[src/rtl/cpu_ctrl_pkg.sv]
`default_nettype none

package cpu_ctrl_pkg;

  typedef logic [31:0] instr_t;
  typedef logic [4:0]  reg_addr_t;
  typedef logic [7:0]  opcode_t;
  typedef logic [3:0]  ccr_t;   // carry, negative, overflow, zero
  typedef logic [3:0]  lane_t;  // msb lane first
  typedef logic [2:0]  seq_t;

  // instruction field positions
  localparam int unsigned mode_msb = 31;
  localparam int unsigned mode_lsb = 29;
  localparam int unsigned op_msb   = 28;
  localparam int unsigned op_lsb   = 21;
  localparam int unsigned ra_msb   = 20;
  localparam int unsigned ra_lsb   = 16;
  localparam int unsigned rb_msb   = 15;
  localparam int unsigned rb_lsb   = 11;
  localparam int unsigned rc_msb   = 10;
  localparam int unsigned rc_lsb   = 6;

  localparam lane_t lanes_all = 4'b1111;

  typedef enum logic [2:0] {
    mode_reg     = 3'h0,
    mode_reg_ind = 3'h1,
    mode_imm     = 3'h2,
    mode_dir     = 3'h4
  } addr_mode_e;

  typedef enum logic [1:0] {
    phase_fetch = 2'd0,
    phase_eval  = 2'd1,
    phase_fault = 2'd2
  } phase_e;

  typedef enum logic [2:0] {
    class_alu_rr,   // ra <= rb op rc
    class_alu_1,    // inc, dec
    class_move_1,   // mov, com, neg
    class_compare,
    class_branch,
    class_load,
    class_store,
    class_illegal
  } op_class_e;

  typedef enum logic [1:0] {size_long, size_word, size_byte} mem_size_e;

  typedef enum logic [2:0] {alu_add = 3'h2, alu_sub = 3'h3} alu_func_e;

  typedef enum logic [2:0] {
    pc_hold = 3'h0, pc_increment = 3'h1, pc_from_mar = 3'h2, pc_rel_branch = 3'h3
  } pcsel_e;

  typedef enum logic [3:0] {
    reg_alu_out = 4'h0, reg_mdr = 4'h1, reg_negate = 4'h2, reg_complement = 4'h3,
    reg_rb_data = 4'h4
  } regsel_e;

  typedef enum logic [2:0] {
    alu2_rb_data = 3'h0, alu2_displacement = 3'h1, alu2_const_one = 3'h2
  } alu2sel_e;

  typedef enum logic [2:0] {mdr_hold = 3'h0, mdr_bus_data = 3'h1, mdr_ra_data = 3'h3} mdrsel_e;

  typedef enum logic [1:0] {mar_hold = 2'h0, mar_alu_out = 2'h2} marsel_e;

endpackage

`default_nettype wire

[src/rtl/decode_if.sv]
`timescale 1ns/100ps
`default_nettype none

interface decode_if;
  cpu_ctrl_pkg::op_class_e op_class;
  cpu_ctrl_pkg::mem_size_e mem_size;
  cpu_ctrl_pkg::alu_func_e alu_func;
  cpu_ctrl_pkg::regsel_e   move_src;  // result select for mov/com/neg
  cpu_ctrl_pkg::reg_addr_t ra;
  cpu_ctrl_pkg::reg_addr_t rb;
  cpu_ctrl_pkg::reg_addr_t rc;
  logic                    branch_taken;

  modport source (
    output op_class, mem_size, alu_func, move_src, ra, rb, rc, branch_taken
  );

  modport seq_view (input op_class);

  modport ctrl_view (
    input op_class, mem_size, alu_func, move_src, ra, rb, rc, branch_taken
  );
endinterface

`default_nettype wire

[src/rtl/bus_ctrl.sv]
`timescale 1ns/100ps
`default_nettype none

module bus_ctrl (
  input  cpu_ctrl_pkg::phase_e phase,
  input  cpu_ctrl_pkg::seq_t   seq,
  decode_if.ctrl_view          dec,
  input  logic [1:0]           bus_align,
  output logic                 bus_read,
  output logic                 bus_write,
  output logic                 addrsel,
  output cpu_ctrl_pkg::lane_t  byteenable
);

  cpu_ctrl_pkg::lane_t lanes;
  logic                mem_op;

  always_comb begin
    case (dec.mem_size)
      cpu_ctrl_pkg::size_word: lanes = bus_align[1] ? 4'b0011 : 4'b1100;
      cpu_ctrl_pkg::size_byte: lanes = 4'b1000 >> bus_align;  // align 0 is msb lane
      default:                 lanes = cpu_ctrl_pkg::lanes_all;
    endcase
  end

  assign mem_op = phase == cpu_ctrl_pkg::phase_eval &&
                  (dec.op_class == cpu_ctrl_pkg::class_load ||
                   dec.op_class == cpu_ctrl_pkg::class_store);

  always_comb begin
    bus_read   = 1'b0;
    bus_write  = 1'b0;
    addrsel    = mem_op;  // mar drives the address bus
    byteenable = cpu_ctrl_pkg::lanes_all;
    if (phase == cpu_ctrl_pkg::phase_fetch) begin
      bus_read = (seq == 3'd0 || seq == 3'd1);
    end else if (mem_op && seq == 3'd2) begin
      bus_read   = (dec.op_class == cpu_ctrl_pkg::class_load);
      bus_write  = (dec.op_class == cpu_ctrl_pkg::class_store);
      byteenable = lanes;
    end
  end

endmodule

`default_nettype wire

[src/rtl/cpu_control.sv]
`timescale 1ns/100ps
`default_nettype none

module cpu_control (
  input  logic                    clock,
  input  logic                    reset_n,
  input  cpu_ctrl_pkg::instr_t    ir,
  input  cpu_ctrl_pkg::ccr_t      ccr,
  input  logic                    bus_wait,
  input  logic [1:0]              bus_align,
  output logic                    ir_write,
  output logic                    ccr_write,
  output cpu_ctrl_pkg::alu_func_e alu_func,
  output cpu_ctrl_pkg::alu2sel_e  alu2sel,
  output cpu_ctrl_pkg::regsel_e   regsel,
  output cpu_ctrl_pkg::reg_addr_t reg_read_addr1,
  output cpu_ctrl_pkg::reg_addr_t reg_read_addr2,
  output cpu_ctrl_pkg::reg_addr_t reg_write_addr,
  output logic                    reg_write,
  output cpu_ctrl_pkg::mdrsel_e   mdrsel,
  output cpu_ctrl_pkg::marsel_e   marsel,
  output cpu_ctrl_pkg::pcsel_e    pcsel,
  output logic                    addrsel,
  output cpu_ctrl_pkg::lane_t     byteenable,
  output logic                    bus_read,
  output logic                    bus_write
);

  cpu_ctrl_pkg::phase_e phase;
  cpu_ctrl_pkg::seq_t   seq;

  decode_if dec ();  // decoded fields shared by all stages

  ir_decoder u_ir_decoder (
    .ir  (ir),
    .ccr (ccr),
    .dec (dec.source)
  );

  step_sequencer u_step_sequencer (
    .clock    (clock),
    .reset_n  (reset_n),
    .bus_wait (bus_wait),
    .dec      (dec.seq_view),
    .phase    (phase),
    .seq      (seq)
  );

  datapath_ctrl u_datapath_ctrl (
    .phase          (phase),
    .seq            (seq),
    .dec            (dec.ctrl_view),
    .ir_write       (ir_write),
    .ccr_write      (ccr_write),
    .alu_func       (alu_func),
    .alu2sel        (alu2sel),
    .regsel         (regsel),
    .reg_read_addr1 (reg_read_addr1),
    .reg_read_addr2 (reg_read_addr2),
    .reg_write_addr (reg_write_addr),
    .reg_write      (reg_write),
    .mdrsel         (mdrsel),
    .marsel         (marsel),
    .pcsel          (pcsel)
  );

  bus_ctrl u_bus_ctrl (
    .phase      (phase),
    .seq        (seq),
    .dec        (dec.ctrl_view),
    .bus_align  (bus_align),
    .bus_read   (bus_read),
    .bus_write  (bus_write),
    .addrsel    (addrsel),
    .byteenable (byteenable)
  );

endmodule

`default_nettype wire

[src/rtl/datapath_ctrl.sv]
`timescale 1ns/100ps
`default_nettype none

module datapath_ctrl (
  input  cpu_ctrl_pkg::phase_e    phase,
  input  cpu_ctrl_pkg::seq_t      seq,
  decode_if.ctrl_view             dec,
  output logic                    ir_write,
  output logic                    ccr_write,
  output cpu_ctrl_pkg::alu_func_e alu_func,
  output cpu_ctrl_pkg::alu2sel_e  alu2sel,
  output cpu_ctrl_pkg::regsel_e   regsel,
  output cpu_ctrl_pkg::reg_addr_t reg_read_addr1,
  output cpu_ctrl_pkg::reg_addr_t reg_read_addr2,
  output cpu_ctrl_pkg::reg_addr_t reg_write_addr,
  output logic                    reg_write,
  output cpu_ctrl_pkg::mdrsel_e   mdrsel,
  output cpu_ctrl_pkg::marsel_e   marsel,
  output cpu_ctrl_pkg::pcsel_e    pcsel
);

  always_comb begin
    ir_write       = 1'b0;
    ccr_write      = 1'b0;
    alu_func       = cpu_ctrl_pkg::alu_add;
    alu2sel        = cpu_ctrl_pkg::alu2_rb_data;
    regsel         = cpu_ctrl_pkg::reg_alu_out;
    reg_read_addr1 = dec.ra;
    reg_read_addr2 = dec.rb;
    reg_write_addr = dec.ra;  // every write goes to ra
    reg_write      = 1'b0;
    mdrsel         = cpu_ctrl_pkg::mdr_hold;
    marsel         = cpu_ctrl_pkg::mar_hold;
    pcsel          = cpu_ctrl_pkg::pc_hold;

    if (phase == cpu_ctrl_pkg::phase_fetch) begin
      ir_write = (seq == 3'd1);  // latch bus into ir
      if (seq == 3'd2)
        pcsel = cpu_ctrl_pkg::pc_increment;
    end else if (phase == cpu_ctrl_pkg::phase_eval) begin
      case (dec.op_class)
        cpu_ctrl_pkg::class_alu_rr: begin
          alu_func       = dec.alu_func;
          reg_read_addr1 = dec.rb;
          reg_read_addr2 = dec.rc;
          reg_write      = (seq == 3'd1);
        end
        cpu_ctrl_pkg::class_alu_1: begin
          alu_func  = dec.alu_func;
          alu2sel   = cpu_ctrl_pkg::alu2_const_one;  // ra +/- 1
          reg_write = (seq == 3'd1);
        end
        cpu_ctrl_pkg::class_move_1: begin
          regsel    = dec.move_src;
          reg_write = 1'b1;
        end
        cpu_ctrl_pkg::class_compare: begin
          alu_func  = dec.alu_func;
          ccr_write = 1'b1;
        end
        cpu_ctrl_pkg::class_branch: begin
          if (dec.branch_taken)
            pcsel = cpu_ctrl_pkg::pc_rel_branch;
        end
        cpu_ctrl_pkg::class_load,
        cpu_ctrl_pkg::class_store: begin
          case (seq)
            3'd0: begin
              reg_read_addr1 = dec.rb;
              alu2sel        = cpu_ctrl_pkg::alu2_displacement;  // rb + disp
            end
            3'd1: marsel = cpu_ctrl_pkg::mar_alu_out;
            3'd2: begin
              if (dec.op_class == cpu_ctrl_pkg::class_load)
                mdrsel = cpu_ctrl_pkg::mdr_bus_data;
              else
                mdrsel = cpu_ctrl_pkg::mdr_ra_data;
            end
            3'd3: begin
              if (dec.op_class == cpu_ctrl_pkg::class_load) begin
                regsel    = cpu_ctrl_pkg::reg_mdr;
                reg_write = 1'b1;
              end
            end
            default: ;
          endcase
        end
        default: ;  // illegal, machine heads to fault
      endcase
    end
  end

endmodule

`default_nettype wire

[src/rtl/ir_decoder.sv]
`timescale 1ns/100ps
`default_nettype none

module ir_decoder (
  input  cpu_ctrl_pkg::instr_t ir,
  input  cpu_ctrl_pkg::ccr_t   ccr,
  decode_if.source             dec
);

  cpu_ctrl_pkg::addr_mode_e mode;
  cpu_ctrl_pkg::opcode_t    op;
  logic carry, negative, overflow, zero;

  assign mode = cpu_ctrl_pkg::addr_mode_e'(ir[cpu_ctrl_pkg::mode_msb:cpu_ctrl_pkg::mode_lsb]);
  assign op   = ir[cpu_ctrl_pkg::op_msb:cpu_ctrl_pkg::op_lsb];
  assign {carry, negative, overflow, zero} = ccr;

  assign dec.ra = ir[cpu_ctrl_pkg::ra_msb:cpu_ctrl_pkg::ra_lsb];
  assign dec.rb = ir[cpu_ctrl_pkg::rb_msb:cpu_ctrl_pkg::rb_lsb];
  assign dec.rc = ir[cpu_ctrl_pkg::rc_msb:cpu_ctrl_pkg::rc_lsb];

  always_comb begin
    dec.op_class = cpu_ctrl_pkg::class_illegal;
    dec.mem_size = cpu_ctrl_pkg::size_long;
    dec.alu_func = cpu_ctrl_pkg::alu_add;
    dec.move_src = cpu_ctrl_pkg::reg_rb_data;
    case (mode)
      cpu_ctrl_pkg::mode_reg: begin
        case (op) inside
          [8'h20:8'h27]: begin
            dec.op_class = cpu_ctrl_pkg::class_alu_rr;
            dec.alu_func = cpu_ctrl_pkg::alu_func_e'(op[2:0]);
          end
          8'h02: begin
            dec.op_class = cpu_ctrl_pkg::class_compare;
            dec.alu_func = cpu_ctrl_pkg::alu_sub;
          end
          8'h03: dec.op_class = cpu_ctrl_pkg::class_alu_1;  // inc
          8'h04: begin                                      // dec
            dec.op_class = cpu_ctrl_pkg::class_alu_1;
            dec.alu_func = cpu_ctrl_pkg::alu_sub;
          end
          8'h07: dec.op_class = cpu_ctrl_pkg::class_move_1;  // mov
          8'h08: begin                                       // com
            dec.op_class = cpu_ctrl_pkg::class_move_1;
            dec.move_src = cpu_ctrl_pkg::reg_complement;
          end
          8'h09: begin                                       // neg
            dec.op_class = cpu_ctrl_pkg::class_move_1;
            dec.move_src = cpu_ctrl_pkg::reg_negate;
          end
          default: ;
        endcase
      end
      cpu_ctrl_pkg::mode_imm: begin
        if (op <= 8'h0b)
          dec.op_class = cpu_ctrl_pkg::class_branch;
      end
      cpu_ctrl_pkg::mode_reg_ind: begin
        if (op <= 8'h05) begin
          dec.op_class = op[0] ? cpu_ctrl_pkg::class_load : cpu_ctrl_pkg::class_store;
          case (op[2:1])
            2'b01:   dec.mem_size = cpu_ctrl_pkg::size_word;
            2'b10:   dec.mem_size = cpu_ctrl_pkg::size_byte;
            default: dec.mem_size = cpu_ctrl_pkg::size_long;
          endcase
        end
      end
      cpu_ctrl_pkg::mode_dir: dec.op_class = cpu_ctrl_pkg::class_illegal;  // no direct operands
      default: dec.op_class = cpu_ctrl_pkg::class_illegal;
    endcase
  end

  always_comb begin
    case (op[3:0])
      4'h0:    dec.branch_taken = 1'b1;                               // bra
      4'h1:    dec.branch_taken = zero;                               // beq
      4'h2:    dec.branch_taken = ~zero;                              // bne
      4'h3:    dec.branch_taken = ~(zero | carry);                    // bgtu
      4'h4:    dec.branch_taken = ~(zero | (negative ^ overflow));    // bgt
      4'h5:    dec.branch_taken = ~(negative ^ overflow);             // bge
      4'h6:    dec.branch_taken = zero | (negative ^ overflow);       // ble
      4'h7:    dec.branch_taken = negative ^ overflow;                // blt
      4'h8:    dec.branch_taken = ~carry;                             // bgeu
      4'h9:    dec.branch_taken = carry;                              // bltu
      4'ha:    dec.branch_taken = carry | zero;                       // bleu
      4'hb:    dec.branch_taken = 1'b0;                               // brn
      default: dec.branch_taken = 1'b0;
    endcase
  end

endmodule

`default_nettype wire

[src/rtl/step_sequencer.sv]
`timescale 1ns/100ps
`default_nettype none

module step_sequencer (
  input  logic                 clock,
  input  logic                 reset_n,
  input  logic                 bus_wait,
  decode_if.seq_view           dec,
  output cpu_ctrl_pkg::phase_e phase,
  output cpu_ctrl_pkg::seq_t   seq
);

  cpu_ctrl_pkg::phase_e phase_next;
  cpu_ctrl_pkg::seq_t   seq_next;
  cpu_ctrl_pkg::seq_t   last_step;  // final eval step of this class
  logic                 bus_step;   // eval step that waits on the bus

  always_ff @(posedge clock or negedge reset_n) begin
    if (!reset_n) begin
      phase <= cpu_ctrl_pkg::phase_fetch;
      seq   <= 3'd0;
    end else begin
      phase <= phase_next;
      seq   <= seq_next;
    end
  end

  always_comb begin
    case (dec.op_class)
      cpu_ctrl_pkg::class_alu_rr,
      cpu_ctrl_pkg::class_alu_1:  last_step = 3'd1;
      cpu_ctrl_pkg::class_load,
      cpu_ctrl_pkg::class_store:  last_step = 3'd3;
      default:                    last_step = 3'd0;  // single-cycle classes
    endcase
  end

  assign bus_step = (dec.op_class == cpu_ctrl_pkg::class_load ||
                     dec.op_class == cpu_ctrl_pkg::class_store) && seq == 3'd2;

  always_comb begin
    phase_next = phase;
    seq_next   = seq;
    case (phase)
      cpu_ctrl_pkg::phase_fetch: begin
        case (seq)
          3'd0: begin
            if (!bus_wait)  // wait for the bus
              seq_next = 3'd1;
          end
          3'd1: seq_next = 3'd2;  // ir latched here
          3'd2: begin
            seq_next   = 3'd0;
            phase_next = cpu_ctrl_pkg::phase_eval;
          end
          default: phase_next = cpu_ctrl_pkg::phase_fault;
        endcase
      end
      cpu_ctrl_pkg::phase_eval: begin
        if (dec.op_class == cpu_ctrl_pkg::class_illegal || seq > last_step) begin
          phase_next = cpu_ctrl_pkg::phase_fault;
        end else if (bus_step && bus_wait) begin
          seq_next = seq;  // stall on the bus
        end else if (seq == last_step) begin
          seq_next   = 3'd0;
          phase_next = cpu_ctrl_pkg::phase_fetch;
        end else begin
          seq_next = cpu_ctrl_pkg::seq_t'(seq + 3'd1);
        end
      end
      cpu_ctrl_pkg::phase_fault: phase_next = cpu_ctrl_pkg::phase_fault;  // only reset leaves
      default: phase_next = cpu_ctrl_pkg::phase_fault;
    endcase
  end

endmodule

`default_nettype wire

[config.mk]
export PLATFORM = sky130hd
export DESIGN_NAME = cpu_control
export DESIGN_NICKNAME = d
export VERILOG_FILES = /design/src/rtl/cpu_ctrl_pkg.sv /design/src/rtl/decode_if.sv /design/src/rtl/bus_ctrl.sv /design/src/rtl/cpu_control.sv /design/src/rtl/datapath_ctrl.sv /design/src/rtl/ir_decoder.sv /design/src/rtl/step_sequencer.sv
export SDC_FILE = /design/constraint.sdc
export NUM_CORES = 1
export LEC_CHECK = 0
export ABC_AREA = 1
export BUFFER_PORTS_ARGS = -buffer_cell sky130_fd_sc_hd__clkbuf_2
export CAP_MARGIN = 20
export CELL_PAD_IN_SITES_DETAIL_PLACEMENT = 0
export CELL_PAD_IN_SITES_GLOBAL_PLACEMENT = 2
export CORE_MARGIN = 10
export CORE_UTILIZATION = 20
export CTS_CLUSTER_SIZE = 28
export DETAILED_ROUTE_END_ITERATION = 10
export PLACE_DENSITY_LB_ADDON = 0.1
export SKIP_CTS_REPAIR_TIMING = 1
export SYNTH_ARGS = -nofsm -noshare
export SYNTH_HDL_FRONTEND = slang
export SYNTH_SLANG_ARGS = --single-unit
[constraint.sdc]
create_clock -name clock -period 1.5 [get_ports clock]
set_input_delay 0.15 -clock clock [delete_from_list [all_inputs] [get_ports clock]]
set_output_delay 0.15 -clock clock [all_outputs]
set_load 0.005 [all_outputs]
==> results.sh <==
export IMPL_status="finished with violations"
export IMPL_violations="negative setup slack"
export IMPL_cts_max_path_buffers=2
export IMPL_synth_top_area_cell="nand2_1"
export IMPL_p_leak_nw=1.71
export IMPL_dp_slack_ns=-0.840
export IMPL_synth_simple_area_share_pct=53.7
export IMPL_fin_skew_ns=0.00249
export IMPL_irDropWorstVdd_uv=218
export IMPL_h_tree_depth=1
export IMPL_synth_xor_area_share_pct=1.08
export IMPL_cp_required_ns=1.60
export IMPL_synth_area_per_cell_um2=5.91
export IMPL_drc=0
export IMPL_clock_latency_ns=0.22
export IMPL_core_area_um2=7810
export IMPL_drt_total_wl_um=6770
export IMPL_drive_above_1_share_pct=61.4
export IMPL_syn_area_um2=1630
export IMPL_fin_crit_sh_pct=131
export IMPL_worstSetupStartpointType="input pin"
export IMPL_min_path_type="in -> async"
export IMPL_cts_root_buf="clkbuf_8"
export IMPL_layout_min_cycle_time_ns=1.97
export IMPL_synth_distinct_cells=42
export IMPL_die_w_um=110
export IMPL_grt_max_degree=11
export IMPL_yosys_top_cells_area="nand2_1 15%, dfrtp_1 7.7%, inv_1 7.2%, ha_1 6.9%, nor2_1 6.5%"
export IMPL_synth_seq_cells=5
export IMPL_dieArea_um2=12100
export IMPL_gp_congestion=0.785
export IMPL_vias=2265
export IMPL_ys_warnings_count=0
export IMPL_dp_hpwl_um=5830
export IMPL_port_buffers=72
export IMPL_track_usage_pct=10.5
export IMPL_cts_made_buffers=3
export IMPL_synth_adder_area_share_pct=6.93
export IMPL_yosysSeqAreaShare_pct=7.70
export IMPL_final_common_cell="buf_4"
export IMPL_wire_per_inst_um=12.7
export IMPL_synth_top_family_by_area="simple AND/OR/NAND/NOR gates"
export IMPL_power_density_nw_per_um2=284
export IMPL_first_global_vias=2214
export IMPL_final_nets=481
export IMPL_drv_slew=0
export IMPL_maxCapViolations=0
export IMPL_yosys_area_top_type_share_pct=15.0
export IMPL_clk_pin_slew_ns=0.04
export IMPL_cts_sinks=5
export IMPL_crit_path_end_kind="register"
export IMPL_start_util_pct=20.8
export IMPL_ff2ff_setup_slack_ns=-0.15
export IMPL_grt_pass1_wl_um=10500
export IMPL_path_class="in -> reg"
export IMPL_cts_tree="built"
export IMPL_fin_ws_ns=-0.466
export IMPL_setup_viol=34
export IMPL_synthCells=275
export IMPL_mostFrequentLayoutCells="82 x buf_4, 54 x clkbuf_2, 51 x nand2_1, 21 x inv_1, 16 x nor2_1"
export IMPL_rsz0062_at_grt="yes"
export IMPL_rows=32
export IMPL_viasPerCell=4.26
export IMPL_synth_compound_area_share_pct=13.7
export IMPL_io_pins=84
export IMPL_cp_max_fo=4
export IMPL_max_freq_mhz=509
export IMPL_drtPass1Iterations=4
export IMPL_initialDrtViolationCount=61
export IMPL_antenna_cells=0
export IMPL_crit_arrival_ns=2.07
export IMPL_final_hold_viol_count=0
export IMPL_synth_mux_area_share_pct=1.23
export IMPL_postRouteAntennaNets=0
export IMPL_tns_ns=-10.63
export IMPL_die_y_um=110
export IMPL_syn_to_final_growth_pct=99.2
export IMPL_antenna_found_initial=0
export IMPL_grt_overflow_total=0
[final cells by class]
class,count,area [um2]
clock buffer,4,45.0
fill,831,4570
inverter,42,178
multi-input combinational,218,1650
sequential,5,125
tap,102,128
timing repair buffer,161,1110
[worst paths after layout]
path / from / endpoint / cells past startpoint
worst max-delay path: ir[29] / u_step_sequencer.seq[1] / 21
worst min-delay path: reset_n / u_step_sequencer.seq[0] / 2
worst max register to register: u_step_sequencer.seq[1] / u_step_sequencer.seq[1] / 12
worst min register to register: u_step_sequencer.seq[0] / u_step_sequencer.seq[0] / 3
max in group asynchronous: reset_n / u_step_sequencer.seq[2] / 2
min in group clock: bus_wait / u_step_sequencer.phase[0] / 7
[cells in the mapped netlist, drive strengths merged]
cell	n
inv	39
conb	1
nand2	81
xor2	1
mux2i	2
dfrtp	5
nand3	26
nor2	35
a31oi	3
clkbuf	2
ha	9
o31ai	1
nor3b	1
buf	12
a21boi	1
or2	3
o22ai	2
o2111ai	1
a21oi	8
xnor2	1
nor4	6
o21ai	11
nor3	9
clkinv	3
nand4	3
a21o	1
o221ai	1
o211ai	7
[where the power goes]
part | switching (W) | leakage, nW | internal, W
clock | 0.0000668 | 0.0228 | 0.000182
sequential | 0.00000350 | 0.0549 | 0.000140
combinational | 0.000275 | 1.63 | 0.000250
total | 0.000346 | 1.71 | 0.000573
[registers in the layout, summed over array words and instances, names as in the netlist]
name                    cells
u_step_sequencer.phase      2
u_step_sequencer.seq        3
[cell families after synthesis]
| logic type | after synthesis |
|---|---|
| mux | 2 |
| other cells | 1 |
| compound gates | 36 |
| xor+xnor | 2 |
| buf+inv | 56 |
| flops | 5 |
| fa+ha+maj | 9 |
| simple gates | 164 |
[stage by stage]
step	cell area [um2]	hold slack, ns	std cells	power [W]	util, %
after global placement	2710	-0.0308	516	0.000584	34.8
after CTS	2760	-0.256	520	0.000843	35.3
final	3240	0.284	532	0.000918	41.5
after floorplan	1730	-0.146	279	0.000373	-
after global routing	3240	0.321	532	0.000994	41.5
after detailed placement	2710	-0.0183	516	0.000583	34.8
[worst max-delay path, cell delays in order]
cell and delay, ns:
clkbuf_2 0.09, inv_1 0.12, nand3_2 0.11, o21ai_4 0.18
buf_6 0.12, nand2_4 0.05, nor2_8 0.09, nand3_4 0.08
nand2_4 0.09, inv_4 0.04, ha_4 0.21, inv_2 0.04
nor2_1 0.03, o31ai_1 0.18, nand2_1 0.10, inv_1 0.07
nand2_2 0.07, nand2_4 0.08, nand2_2 0.05, nand2_1 0.05
nand2_1 0.06
[layer usage]
layer  part of all wire [%]  global-route usage (%)
met5                      0                       0
met4                   0.38                    1.65
met3                    8.4                    2.50
met2                     46                    17.0
met1                     46                    13.9
Note: power is estimated with default switching activity, not from simulation.
